`src/rtl/kbd_cfg.svh`:
```
`ifndef KBD_CFG_SVH
`define KBD_CFG_SVH

// queue address width, 4 entries
// the read and write pointers carry one extra wrap bit
`define KBD_QUEUE_AW 2

// width of one stored queue word
`define KBD_QUEUE_DW 32

// clk cycles without a falling ps2 clock edge before a partial frame is dropped
`define KBD_FRAME_TIMEOUT 200

`endif

```
`src/rtl/kbd_pkg.sv`:
```
`include "kbd_cfg.svh"

package kbd_pkg;

  // raw ps2 scan code
  typedef logic [7:0] scan_code_t;

  // translated character, 0 when the key has none
  typedef logic [7:0] ascii_t;

  // bit 2 extended, bit 1 ctrl, bit 0 shift
  typedef logic [2:0] key_status_t;

  // {status[18:16], scan[15:8], ascii[7:0]}
  typedef logic [18:0] char_entry_t;

  // zero fill, make flag, then the entry
  typedef logic [`KBD_QUEUE_DW-1:0] queue_word_t;

  // position of a bit inside the 11-bit frame
  typedef logic [3:0] bit_idx_t;

  // prefix tracking in the scan decoder
  typedef enum logic [1:0] {
    DEC_IDLE,
    DEC_EXT,
    DEC_BRK,
    DEC_EXT_BRK
  } dec_state_t;

  // queue control
  typedef enum logic [1:0] {
    Q_IDLE,
    Q_PUSH,
    Q_POP
  } q_state_t;

endpackage

```
`src/rtl/ps2_edge_timer.sv`:
```
`timescale 1ns/1ps
`include "kbd_cfg.svh"

module ps2_edge_timer (
  input  logic              clk,
  input  logic              rst_n,
  input  logic              ps2_clk_i,
  input  logic              ps2_data_i,
  output logic              sample_o,
  output logic              data_sync_o,
  output kbd_pkg::bit_idx_t bit_idx_o,
  output logic              frame_abort_o
);

  localparam int TMO_W = $clog2(`KBD_FRAME_TIMEOUT + 1);

  logic             clk_s1, clk_s2, clk_prev;
  logic             data_s1, data_s2;
  logic             fall;
  logic [TMO_W-1:0] idle_cnt;

  // falling edge seen on the synchronized ps2 clock
  assign fall = clk_prev & ~clk_s2;

  // two flop synchronizers, lines idle high
  always_ff @(posedge clk or negedge rst_n) begin
    if (!rst_n) begin
      clk_s1   <= 1'b1;
      clk_s2   <= 1'b1;
      clk_prev <= 1'b1;
      data_s1  <= 1'b1;
      data_s2  <= 1'b1;
    end else begin
      clk_s1   <= ps2_clk_i;
      clk_s2   <= clk_s1;
      clk_prev <= clk_s2;
      data_s1  <= ps2_data_i;
      data_s2  <= data_s1;
    end
  end

  // strobe and data bit are registered together
  always_ff @(posedge clk or negedge rst_n) begin
    if (!rst_n) begin
      sample_o    <= 1'b0;
      data_sync_o <= 1'b1;
    end else begin
      sample_o    <= fall;
      data_sync_o <= data_s2;
    end
  end

  // bit position and idle timer
  always_ff @(posedge clk or negedge rst_n) begin
    if (!rst_n) begin
      bit_idx_o     <= '0;
      idle_cnt      <= '0;
      frame_abort_o <= 1'b0;
    end else begin
      frame_abort_o <= 1'b0;
      if (sample_o) begin
        idle_cnt  <= '0;
        bit_idx_o <= (bit_idx_o == 4'd10) ? 4'd0 : bit_idx_o + 4'd1;
      end else if (bit_idx_o != 4'd0) begin
        // stalled mid-frame, give up on it
        if (idle_cnt == TMO_W'(`KBD_FRAME_TIMEOUT - 1)) begin
          frame_abort_o <= 1'b1;
          bit_idx_o     <= '0;
          idle_cnt      <= '0;
        end else begin
          idle_cnt <= idle_cnt + 1'b1;
        end
      end else begin
        idle_cnt <= '0;
      end
    end
  end

  // frame position stays inside the 11-bit frame
  a_bit_idx_range : assert property (@(posedge clk) disable iff (!rst_n)
    bit_idx_o <= 4'd10);

endmodule

```
`src/rtl/ps2_frame_rx.sv`:
```
`timescale 1ns/1ps

module ps2_frame_rx (
  input  logic                clk,
  input  logic                rst_n,
  input  logic                sample_i,
  input  logic                data_i,
  input  logic                frame_abort_i,
  input  kbd_pkg::bit_idx_t   bit_idx_i,
  output logic                code_valid_o,
  output kbd_pkg::scan_code_t code_o
);

  logic [10:0] shift_q;
  logic [10:0] frame;
  logic        last_bit;
  logic        frame_ok;

  // ps2 sends lsb first, so new bits enter at the top
  assign frame    = {data_i, shift_q[10:1]};
  assign last_bit = sample_i && (bit_idx_i == 4'd10);

  // start low, odd parity over data and parity bit, stop high
  assign frame_ok = !frame[0] && (^frame[9:1]) && frame[10];

  always_ff @(posedge clk or negedge rst_n) begin
    if (!rst_n) begin
      shift_q      <= '0;
      code_valid_o <= 1'b0;
    end else begin
      code_valid_o <= last_bit && frame_ok;
      if (frame_abort_i) begin
        shift_q <= '0;
      end else if (sample_i) begin
        shift_q <= frame;
      end
    end
  end

  always_ff @(posedge clk) begin
    if (last_bit) begin
      code_o <= frame[8:1];
    end
  end

  // frames are at least eleven samples apart
  a_valid_single : assert property (@(posedge clk) disable iff (!rst_n)
    code_valid_o |=> !code_valid_o);

endmodule

```
`src/rtl/scan_decoder.sv`:
```
`timescale 1ns/1ps

module scan_decoder (
  input  logic                 clk,
  input  logic                 rst_n,
  input  logic                 code_valid_i,
  input  kbd_pkg::scan_code_t  code_i,
  output logic                 write_o,
  output logic                 make_o,
  output kbd_pkg::char_entry_t entry_o
);

  kbd_pkg::dec_state_t  state_q, state_d;
  logic                 shift_q, ctrl_q;
  logic                 key_event;
  logic                 is_make, is_ext;
  logic                 is_shift, is_ctrl;
  kbd_pkg::ascii_t      raw_ascii, ascii;
  kbd_pkg::key_status_t status;

  // lower case translation, 0 for anything without a character
  function automatic kbd_pkg::ascii_t to_ascii(input kbd_pkg::scan_code_t code);
    case (code)
      8'h1C: to_ascii = 8'h61;
      8'h32: to_ascii = 8'h62;
      8'h21: to_ascii = 8'h63;
      8'h23: to_ascii = 8'h64;
      8'h24: to_ascii = 8'h65;
      8'h2B: to_ascii = 8'h66;
      8'h34: to_ascii = 8'h67;
      8'h33: to_ascii = 8'h68;
      8'h43: to_ascii = 8'h69;
      8'h3B: to_ascii = 8'h6A;
      8'h42: to_ascii = 8'h6B;
      8'h4B: to_ascii = 8'h6C;
      8'h3A: to_ascii = 8'h6D;
      8'h31: to_ascii = 8'h6E;
      8'h44: to_ascii = 8'h6F;
      8'h4D: to_ascii = 8'h70;
      8'h15: to_ascii = 8'h71;
      8'h2D: to_ascii = 8'h72;
      8'h1B: to_ascii = 8'h73;
      8'h2C: to_ascii = 8'h74;
      8'h3C: to_ascii = 8'h75;
      8'h2A: to_ascii = 8'h76;
      8'h1D: to_ascii = 8'h77;
      8'h22: to_ascii = 8'h78;
      8'h35: to_ascii = 8'h79;
      8'h1A: to_ascii = 8'h7A;
      8'h45: to_ascii = 8'h30;
      8'h16: to_ascii = 8'h31;
      8'h1E: to_ascii = 8'h32;
      8'h26: to_ascii = 8'h33;
      8'h25: to_ascii = 8'h34;
      8'h2E: to_ascii = 8'h35;
      8'h36: to_ascii = 8'h36;
      8'h3D: to_ascii = 8'h37;
      8'h3E: to_ascii = 8'h38;
      8'h46: to_ascii = 8'h39;
      8'h29: to_ascii = 8'h20;
      8'h5A: to_ascii = 8'h0D;
      default: to_ascii = 8'h00;
    endcase
  endfunction

  assign is_make  = (state_q == kbd_pkg::DEC_IDLE) || (state_q == kbd_pkg::DEC_EXT);
  assign is_ext   = (state_q == kbd_pkg::DEC_EXT) || (state_q == kbd_pkg::DEC_EXT_BRK);
  assign is_shift = (code_i == 8'h12) || (code_i == 8'h59);
  assign is_ctrl  = (code_i == 8'h14);

  assign raw_ascii = to_ascii(code_i);
  // letters go upper case while shift is held
  assign ascii  = (shift_q && raw_ascii >= 8'h61 && raw_ascii <= 8'h7A) ?
                  raw_ascii - 8'h20 : raw_ascii;
  assign status = {is_ext, ctrl_q, shift_q};

  // prefixes only move the state, every other code ends a key event
  always_comb begin
    state_d   = kbd_pkg::DEC_IDLE;
    key_event = 1'b0;
    case (code_i)
      8'hE0: state_d = kbd_pkg::DEC_EXT;
      8'hF0: state_d = is_ext ? kbd_pkg::DEC_EXT_BRK : kbd_pkg::DEC_BRK;
      default: key_event = 1'b1;
    endcase
  end

  always_ff @(posedge clk or negedge rst_n) begin
    if (!rst_n) begin
      state_q <= kbd_pkg::DEC_IDLE;
      shift_q <= 1'b0;
      ctrl_q  <= 1'b0;
      write_o <= 1'b0;
    end else begin
      write_o <= 1'b0;
      if (code_valid_i) begin
        state_q <= state_d;
        if (key_event) begin
          write_o <= 1'b1;
          if (is_shift) shift_q <= is_make;
          if (is_ctrl) ctrl_q <= is_make;
        end
      end
    end
  end

  // modifiers produce the all-ones entry that the queue discards
  always_ff @(posedge clk) begin
    if (code_valid_i && key_event) begin
      make_o  <= is_make;
      entry_o <= (is_shift || is_ctrl) ? '1 : {status, code_i, ascii};
    end
  end

endmodule

```
`src/rtl/char_queue_mem.sv`:
```
`timescale 1ns/1ps
`include "kbd_cfg.svh"

module char_queue_mem (
  input  logic                     clk,
  input  logic                     we_i,
  input  logic [`KBD_QUEUE_AW-1:0] raddr_i,
  input  logic [`KBD_QUEUE_AW-1:0] waddr_i,
  input  kbd_pkg::queue_word_t     wdata_i,
  output kbd_pkg::queue_word_t     rdata_o
);

  kbd_pkg::queue_word_t mem_q [0:(1 << `KBD_QUEUE_AW)-1];

  always_ff @(posedge clk) begin
    if (we_i) begin
      mem_q[waddr_i] <= wdata_i;
    end
  end

  // read port is combinational
  assign rdata_o = mem_q[raddr_i];

endmodule

```
`src/rtl/char_queue.sv`:
```
`timescale 1ns/1ps
`include "kbd_cfg.svh"

module char_queue (
  input  logic                 clk,
  input  logic                 rst_n,
  input  logic                 write_i,
  input  logic                 read_i,
  input  logic                 make_i,
  input  kbd_pkg::char_entry_t entry_i,
  output kbd_pkg::queue_word_t entry_o,
  output logic                 char_queue_empty_o,
  output logic                 char_queue_full_o
);

  localparam int AW    = `KBD_QUEUE_AW;
  localparam int DEPTH = 1 << AW;

  logic [AW:0]          read_ptr, write_ptr;
  logic [AW:0]          occupancy;
  logic                 read_ptr_inc, write_ptr_inc;
  logic                 mem_we;
  logic                 set_output;
  logic                 attempt_read_empty;
  kbd_pkg::queue_word_t queue_data;
  kbd_pkg::queue_word_t sustain_q;
  kbd_pkg::q_state_t    state_q, state_d;

  // same address, wrap bits tell full from empty
  assign char_queue_full_o  = (read_ptr[AW-1:0] == write_ptr[AW-1:0]) &&
                              (read_ptr[AW] != write_ptr[AW]);
  assign char_queue_empty_o = (read_ptr == write_ptr);
  assign occupancy          = write_ptr - read_ptr;

  char_queue_mem u_mem (
    .clk     (clk),
    .we_i    (mem_we),
    .raddr_i (read_ptr[AW-1:0]),
    .waddr_i (write_ptr[AW-1:0]),
    .wdata_i ({{(`KBD_QUEUE_DW-20){1'b0}}, make_i, entry_i}),
    .rdata_o (queue_data)
  );

  always_ff @(posedge clk or negedge rst_n) begin
    if (!rst_n) begin
      state_q   <= kbd_pkg::Q_IDLE;
      read_ptr  <= '0;
      write_ptr <= '0;
      sustain_q <= '0;
    end else begin
      state_q <= state_d;
      if (read_ptr_inc) read_ptr <= read_ptr + 1'b1;
      if (write_ptr_inc) write_ptr <= write_ptr + 1'b1;
      // popped word stays visible until the next pop
      if (set_output) sustain_q <= queue_data;
    end
  end

  assign entry_o = attempt_read_empty ? '0 : sustain_q;

  always_comb begin
    state_d            = kbd_pkg::Q_IDLE;
    mem_we             = 1'b0;
    read_ptr_inc       = 1'b0;
    write_ptr_inc      = 1'b0;
    set_output         = 1'b0;
    attempt_read_empty = 1'b0;
    case (state_q)
      kbd_pkg::Q_PUSH: begin
        // store now, stay until the strobe is gone
        mem_we        = 1'b1;
        write_ptr_inc = 1'b1;
        state_d       = write_i ? kbd_pkg::Q_PUSH : kbd_pkg::Q_IDLE;
      end
      kbd_pkg::Q_POP: begin
        // one read level pops a single word
        state_d = read_i ? kbd_pkg::Q_POP : kbd_pkg::Q_IDLE;
      end
      default: begin
        if (write_i) begin
          // full queue and modifier entries are dropped
          if (!char_queue_full_o && !(&entry_i)) state_d = kbd_pkg::Q_PUSH;
        end else if (read_i) begin
          if (!char_queue_empty_o) begin
            read_ptr_inc = 1'b1;
            set_output   = 1'b1;
            state_d      = kbd_pkg::Q_POP;
          end else begin
            attempt_read_empty = 1'b1;
          end
        end
      end
    endcase
  end

  // write pointer never laps the read pointer and vice versa
  a_occupancy : assert property (@(posedge clk) disable iff (!rst_n)
    occupancy <= (AW+1)'(DEPTH));

endmodule

```
`src/rtl/kbd_ctrl_top.sv`:
```
`timescale 1ns/1ps

module kbd_ctrl_top (
  input  logic                 clk,
  input  logic                 rst_n,
  input  logic                 ps2_clk_i,
  input  logic                 ps2_data_i,
  input  logic                 read_i,
  output kbd_pkg::queue_word_t entry_o,
  output logic                 char_queue_empty_o,
  output logic                 char_queue_full_o
);

  logic                 sample;
  logic                 data_sync;
  logic                 frame_abort;
  kbd_pkg::bit_idx_t    bit_idx;
  logic                 code_valid;
  kbd_pkg::scan_code_t  code;
  logic                 dec_write;
  logic                 dec_make;
  kbd_pkg::char_entry_t dec_entry;

  ps2_edge_timer u_edge_timer (
    .clk           (clk),
    .rst_n         (rst_n),
    .ps2_clk_i     (ps2_clk_i),
    .ps2_data_i    (ps2_data_i),
    .sample_o      (sample),
    .data_sync_o   (data_sync),
    .bit_idx_o     (bit_idx),
    .frame_abort_o (frame_abort)
  );

  ps2_frame_rx u_frame_rx (
    .clk           (clk),
    .rst_n         (rst_n),
    .sample_i      (sample),
    .data_i        (data_sync),
    .frame_abort_i (frame_abort),
    .bit_idx_i     (bit_idx),
    .code_valid_o  (code_valid),
    .code_o        (code)
  );

  scan_decoder u_decoder (
    .clk          (clk),
    .rst_n        (rst_n),
    .code_valid_i (code_valid),
    .code_i       (code),
    .write_o      (dec_write),
    .make_o       (dec_make),
    .entry_o      (dec_entry)
  );

  char_queue u_queue (
    .clk                (clk),
    .rst_n              (rst_n),
    .write_i            (dec_write),
    .read_i             (read_i),
    .make_i             (dec_make),
    .entry_i            (dec_entry),
    .entry_o            (entry_o),
    .char_queue_empty_o (char_queue_empty_o),
    .char_queue_full_o  (char_queue_full_o)
  );

endmodule

```
`config.mk`:
```
export PLATFORM = sky130hd
export DESIGN_NAME = kbd_ctrl_top
export DESIGN_NICKNAME = d
export VERILOG_FILES = /design/src/rtl/kbd_pkg.sv /design/src/rtl/ps2_edge_timer.sv /design/src/rtl/ps2_frame_rx.sv /design/src/rtl/scan_decoder.sv /design/src/rtl/char_queue_mem.sv /design/src/rtl/char_queue.sv /design/src/rtl/kbd_ctrl_top.sv
export VERILOG_INCLUDE_DIRS = /design/src /design/src/rtl
export SDC_FILE = /design/constraint.sdc
export NUM_CORES = 1
export LEC_CHECK = 0
export BUFFER_PORTS_ARGS = -buffer_cell sky130_fd_sc_hd__buf_2
export CORE_MARGIN = 2
export CORE_UTILIZATION = 41
export CTS_BUF_LIST = sky130_fd_sc_hd__clkbuf_4
export DETAILED_ROUTE_END_ITERATION = 12
export HOLD_SLACK_MARGIN = 0.08
export PLACE_DENSITY = 0.57
export SLEW_MARGIN = 40
export SYNTH_ARGS = -nofsm -noshare
export SYNTH_HDL_FRONTEND = slang
export SYNTH_SLANG_ARGS = --single-unit
```
`constraint.sdc`:
```
create_clock -name clk -period 2.69 [get_ports clk]
set_input_delay 0.538 -clock clk [delete_from_list [all_inputs] [get_ports clk]]
set_output_delay 0.538 -clock clk [all_outputs]
set_load 0.02 [all_outputs]
```
==> flow_summary.toml <==
[sta]
worst_max_slew_pin_slew_ns = 0.707
setup_violations = 19
worst_slack_ns = -0.0379
timing.fmax_mhz = 367
setup_repair_after_global_routing_missed_its_margin = "yes"
hold_viol_final = 0
finalHoldWorstSlack_ns = 0.195
timing.final.crit_share = 1.01
timing.final.max_slew_violations = 0
skew_ns = 0.0343
slew_headroom = 0.529
period_needed_ns = 2.73

[worst_setup_path]
r2r_slack_ns = 0.10
worstPathMaxFanout = 7
cp.buffers_inverters = 3
top_family_by_delay_on_critical_path = "flip-flops"
critPathCaptureType = "output port"
worst-setup-path-type = "flip-flop to output port"
rr_startpoint = "u_edge_timer.bit_idx_o[0]"
critical-path-max-stage-delay_ns = 0.48
critPathSlowestCell = "sky130_fd_sc_hd__dfrtp_2"
critical_path_arrival_ns = 2.19
critPathLaunchType = "flip-flop"
data_required_time_of_the_critical_path_ns = 2.15
r2r_cells = 11
timing.critical_path.cells = "xor2_2, nor3_2, buf_4, nor3b_4, buf_6, nor2b_1, buf_2"

[routing]
first_iter_violations = 395
vias_per_cell = 5.26
ant_nets = 0
drt-pass1-iter-count = 5
vias = 5111
drc_errors = 0
wl_per_cell_um = 17.4
routed_wl_um = 16900

[final_layout]
drive_gt1_frac = 0.263
final_common_cell = "sky130_fd_sc_hd__edfxtp_1"
flow.area_growth_from_synthesis_pct = 13.0
ff_latch_area_mm2 = 0.00499
footprint_of_the_multi_input_gates_mm2 = 0.00312
layout.cells.most_common_list = "sky130_fd_sc_hd__edfxtp_1 (108), sky130_fd_sc_hd__dfrtp_1 (56), sky130_fd_sc_hd__buf_4 (46), sky130_fd_sc_hd__nand2_1 (36), sky130_fd_sc_hd__nor2_1 (35)"
filler_cells_inserted = 1761
post_route_non_filler_standard_cell_count = 971
finish.net_count = 710
final_cell_utilization_of_the_core = 0.468

[power_and_ir_drop]
sw_frac_of_total = 0.332
cellInternalPower_w = 0.00500
share_clk_of_total_power = 0.202
p_leak_nw = 3.62
p_comb_frac = 0.334
sequentialPowerShare = 0.464
power.net_switching_w = 0.00249
cellPowerDensity_mw_per_mm2 = 796
ir_worst_vdd_uv = 398

[clocking]
clock_tree.htree_level_count = 4
clk_transition_reported_paths_ns = 0.18
clock_path_buffers = 2
clock_net_sink_count = 179
cts.root.buffer_cell = "sky130_fd_sc_hd__clkbuf_4"
number_of_buffers_created_by_cts = 17
tritoncts = "built"
clk-insertion-delay-late_ns = 0.58

[logic_synthesis]
synthFlopType = "sky130_fd_sc_hd__edfxtp_1"
synthDistinctLibCells = 61
synthesis.area_per_instance_um2 = 13.2
async_flop_share = 0.358
yosys_warnings = 0
postSynthCellCount = 630
synth_area_mm2 = 0.00833
synth_enable_flop_cells = 108
yosysSeqAreaShare = 0.599
synth_seq_cells = 179

[flow_run]
cap_viol_max_count = 0

[min_path]
timing.hold.worst_path_depth = 2
worst_hold_path.endpoint = "u_queue.state_q[1]"
hold_path_startpoint = "read_i"
hold_path_class = "input pin to flip-flop"

[grt]
layer_with_the_highest_usage = "met2"
number_of_antenna_violations_at_the_first_check_in_global_routing = 1
globalRouteMet3Util = 0.0275
grt_first_pass_wirelength_um = 27300
grt.met1_usage = 0.211
grt_overflow_total = 0
grt_max_degree = 25
gr-usage-met2 = 0.267
first_global_vias = 5072
global_route.usage.total = 0.162

[floorplan]
die_height_um = 147
fp-row-count = 52
die-width_um = 147
core_area_mm2 = 0.0201
io-pin-count = 39
start_util = 0.414
fp.dieArea_mm2 = 0.0215

[place]
buffer_ports.inserted = 26
place.detailed.instances = 925
routabilityCongestion = 0.877
dp.final_hpwl_um = 11300

[run_status]
violated_checks = "setup timing"
outcome = "finished, violations left"
synthesized netlist by cell type, types with 3 or more instances:
master,number,area [µm²]
sky130_fd_sc_hd__ha_1,18,225
sky130_fd_sc_hd__nor3_1,10,50.1
sky130_fd_sc_hd__and2_1,7,43.8
sky130_fd_sc_hd__mux2i_1,24,240
sky130_fd_sc_hd__a21oi_1,16,80.1
sky130_fd_sc_hd__o22ai_1,5,31.3
sky130_fd_sc_hd__o2111ai_1,3,26.3
sky130_fd_sc_hd__nor4_1,6,37.5
sky130_fd_sc_hd__a2111oi_0,4,35.0
sky130_fd_sc_hd__nor2_1,35,131
sky130_fd_sc_hd__or4_1,5,37.5
sky130_fd_sc_hd__buf_4,14,105
sky130_fd_sc_hd__o211ai_1,3,22.5
sky130_fd_sc_hd__nand4_1,7,43.8
sky130_fd_sc_hd__mux4_2,20,450
sky130_fd_sc_hd__mux2_2,26,293
sky130_fd_sc_hd__inv_1,22,82.6
sky130_fd_sc_hd__and3_1,4,25.0
sky130_fd_sc_hd__buf_1,3,11.3
sky130_fd_sc_hd__xor2_1,8,70.1
sky130_fd_sc_hd__xnor2_1,13,114
sky130_fd_sc_hd__nor2b_1,28,175
sky130_fd_sc_hd__edfxtp_1,108,3240
sky130_fd_sc_hd__nand2_1,36,135
sky130_fd_sc_hd__o21ai_0,19,95.1
sky130_fd_sc_hd__buf_2,8,40.0
sky130_fd_sc_hd__dfxtp_1,7,140
sky130_fd_sc_hd__nand2b_1,18,113
sky130_fd_sc_hd__clkbuf_1,20,75.1
sky130_fd_sc_hd__nand3_1,12,60.1
sky130_fd_sc_hd__a31oi_1,3,18.8
sky130_fd_sc_hd__dfstp_2,6,158
sky130_fd_sc_hd__nor3b_1,9,67.6
sky130_fd_sc_hd__dfrtp_1,58,1450
sky130_fd_sc_hd__a211oi_1,9,67.6
sky130_fd_sc_hd__buf_6,3,33.8
stage by stage:
stage	TNS (ns)	total power, W	setup WS [ns]	area [µm²]
floorplan	-0.116	0.00521	-0.0440	8390
global placement	0	0.00585	0.0561	8890
detailed placement	-0.00814	0.00588	-0.00814	8890
CTS	-1.55	0.00750	-0.110	9320
global route	-3.78	0.00794	-0.203	9410
finish	-0.481	0.00749	-0.0379	9410
repair_timing:
action / in CTS / in global routing
buffers inserted: 6 / 5
endpoints found under the hold margin: 23 / 0
hold buffers: 3 / 0
pin swaps: 3 / 3
cloned: 1 / 0
setup endpoints to repair: 21 / 24
resized for setup: 13 / 22
worst max-delay path by stage:
stage / slack [ns] / startpoint / cells past startpoint / to
3_5_place_dp: -0.008 / u_edge_timer.bit_idx_o[0] / 11 / flip-flop
5_1_grt: -0.20 / u_queue.write_ptr[1] / 7 / entry_o[12]
3_3_place_gp: 0.06 / u_edge_timer.bit_idx_o[0] / 11 / flip-flop
2_1_floorplan: -0.04 / u_edge_timer.bit_idx_o[0] / 14 / flip-flop
6_report: -0.04 / u_queue.write_ptr[1] / 7 / entry_o[7]
4_1_cts: -0.11 / u_queue.read_ptr[0] / 8 / entry_o[6]
sequential cells by signal (all words and copies together) (netlist names), 2 cells and up, named ones only:
| register | count |
|---|---|
| u_frame_rx.code_o | 8 |
| u_decoder.entry_o | 19 |
| u_frame_rx.shift_q | 10 |
| u_queue.write_ptr | 3 |
| u_queue.u_mem.mem_q | 80 |
| u_queue.state_q | 2 |
| u_decoder.state_q | 2 |
| u_edge_timer.bit_idx_o | 4 |
| u_queue.read_ptr | 3 |
| u_queue.sustain_q | 20 |
| u_edge_timer.idle_cnt | 8 |
kinds of logic (layout without fill, tap and decap cells):
kind of cell | count (synthesis) | count (layout) | share of synthesized area
adders and majority gates | 18 | 18 | 0.0270
AOI/OAI and AO/OA | 79 | 79 | 0.0640
other | 1 | 13 | 0.000450
and+or+nand+nor | 189 | 189 | 0.124
buffers and inverters | 72 | 131 | 0.0433
xor gates and xnor gates | 21 | 21 | 0.0221
DFF | 179 | 179 | 0.599
muxes | 71 | 71 | 0.120
power groups by stage:
stage          registers, W  logic (W)  clock network (W)
2_1_floorplan       0.00346    0.00175                  0
3_3_place_gp        0.00352    0.00233                  0
3_5_place_dp        0.00353    0.00235                  0
4_1_cts             0.00347    0.00246            0.00157
5_1_grt             0.00353    0.00274            0.00167
6_report            0.00348    0.00250            0.00151
layout make-up:
cell class | instances | share of cell area
repair buffers | 75 | 0.0602
well taps | 270 | 0.0359
clock buffers | 18 | 0.0144
inverters | 24 | 0.0101
clock inverters | 14 | 0.0173
multi-input cells | 390 | 0.331
diodes | 1 | 0.000266
flip-flops and latches | 179 | 0.531
per-layer routing:
metal  vias up  routed length [µm]
met5         -                   0
met4         0                 372
met3        28                 594
met2       116                8500
met1      2554                7440
li1       2413                   -
Power figures use the tool's default switching activity.
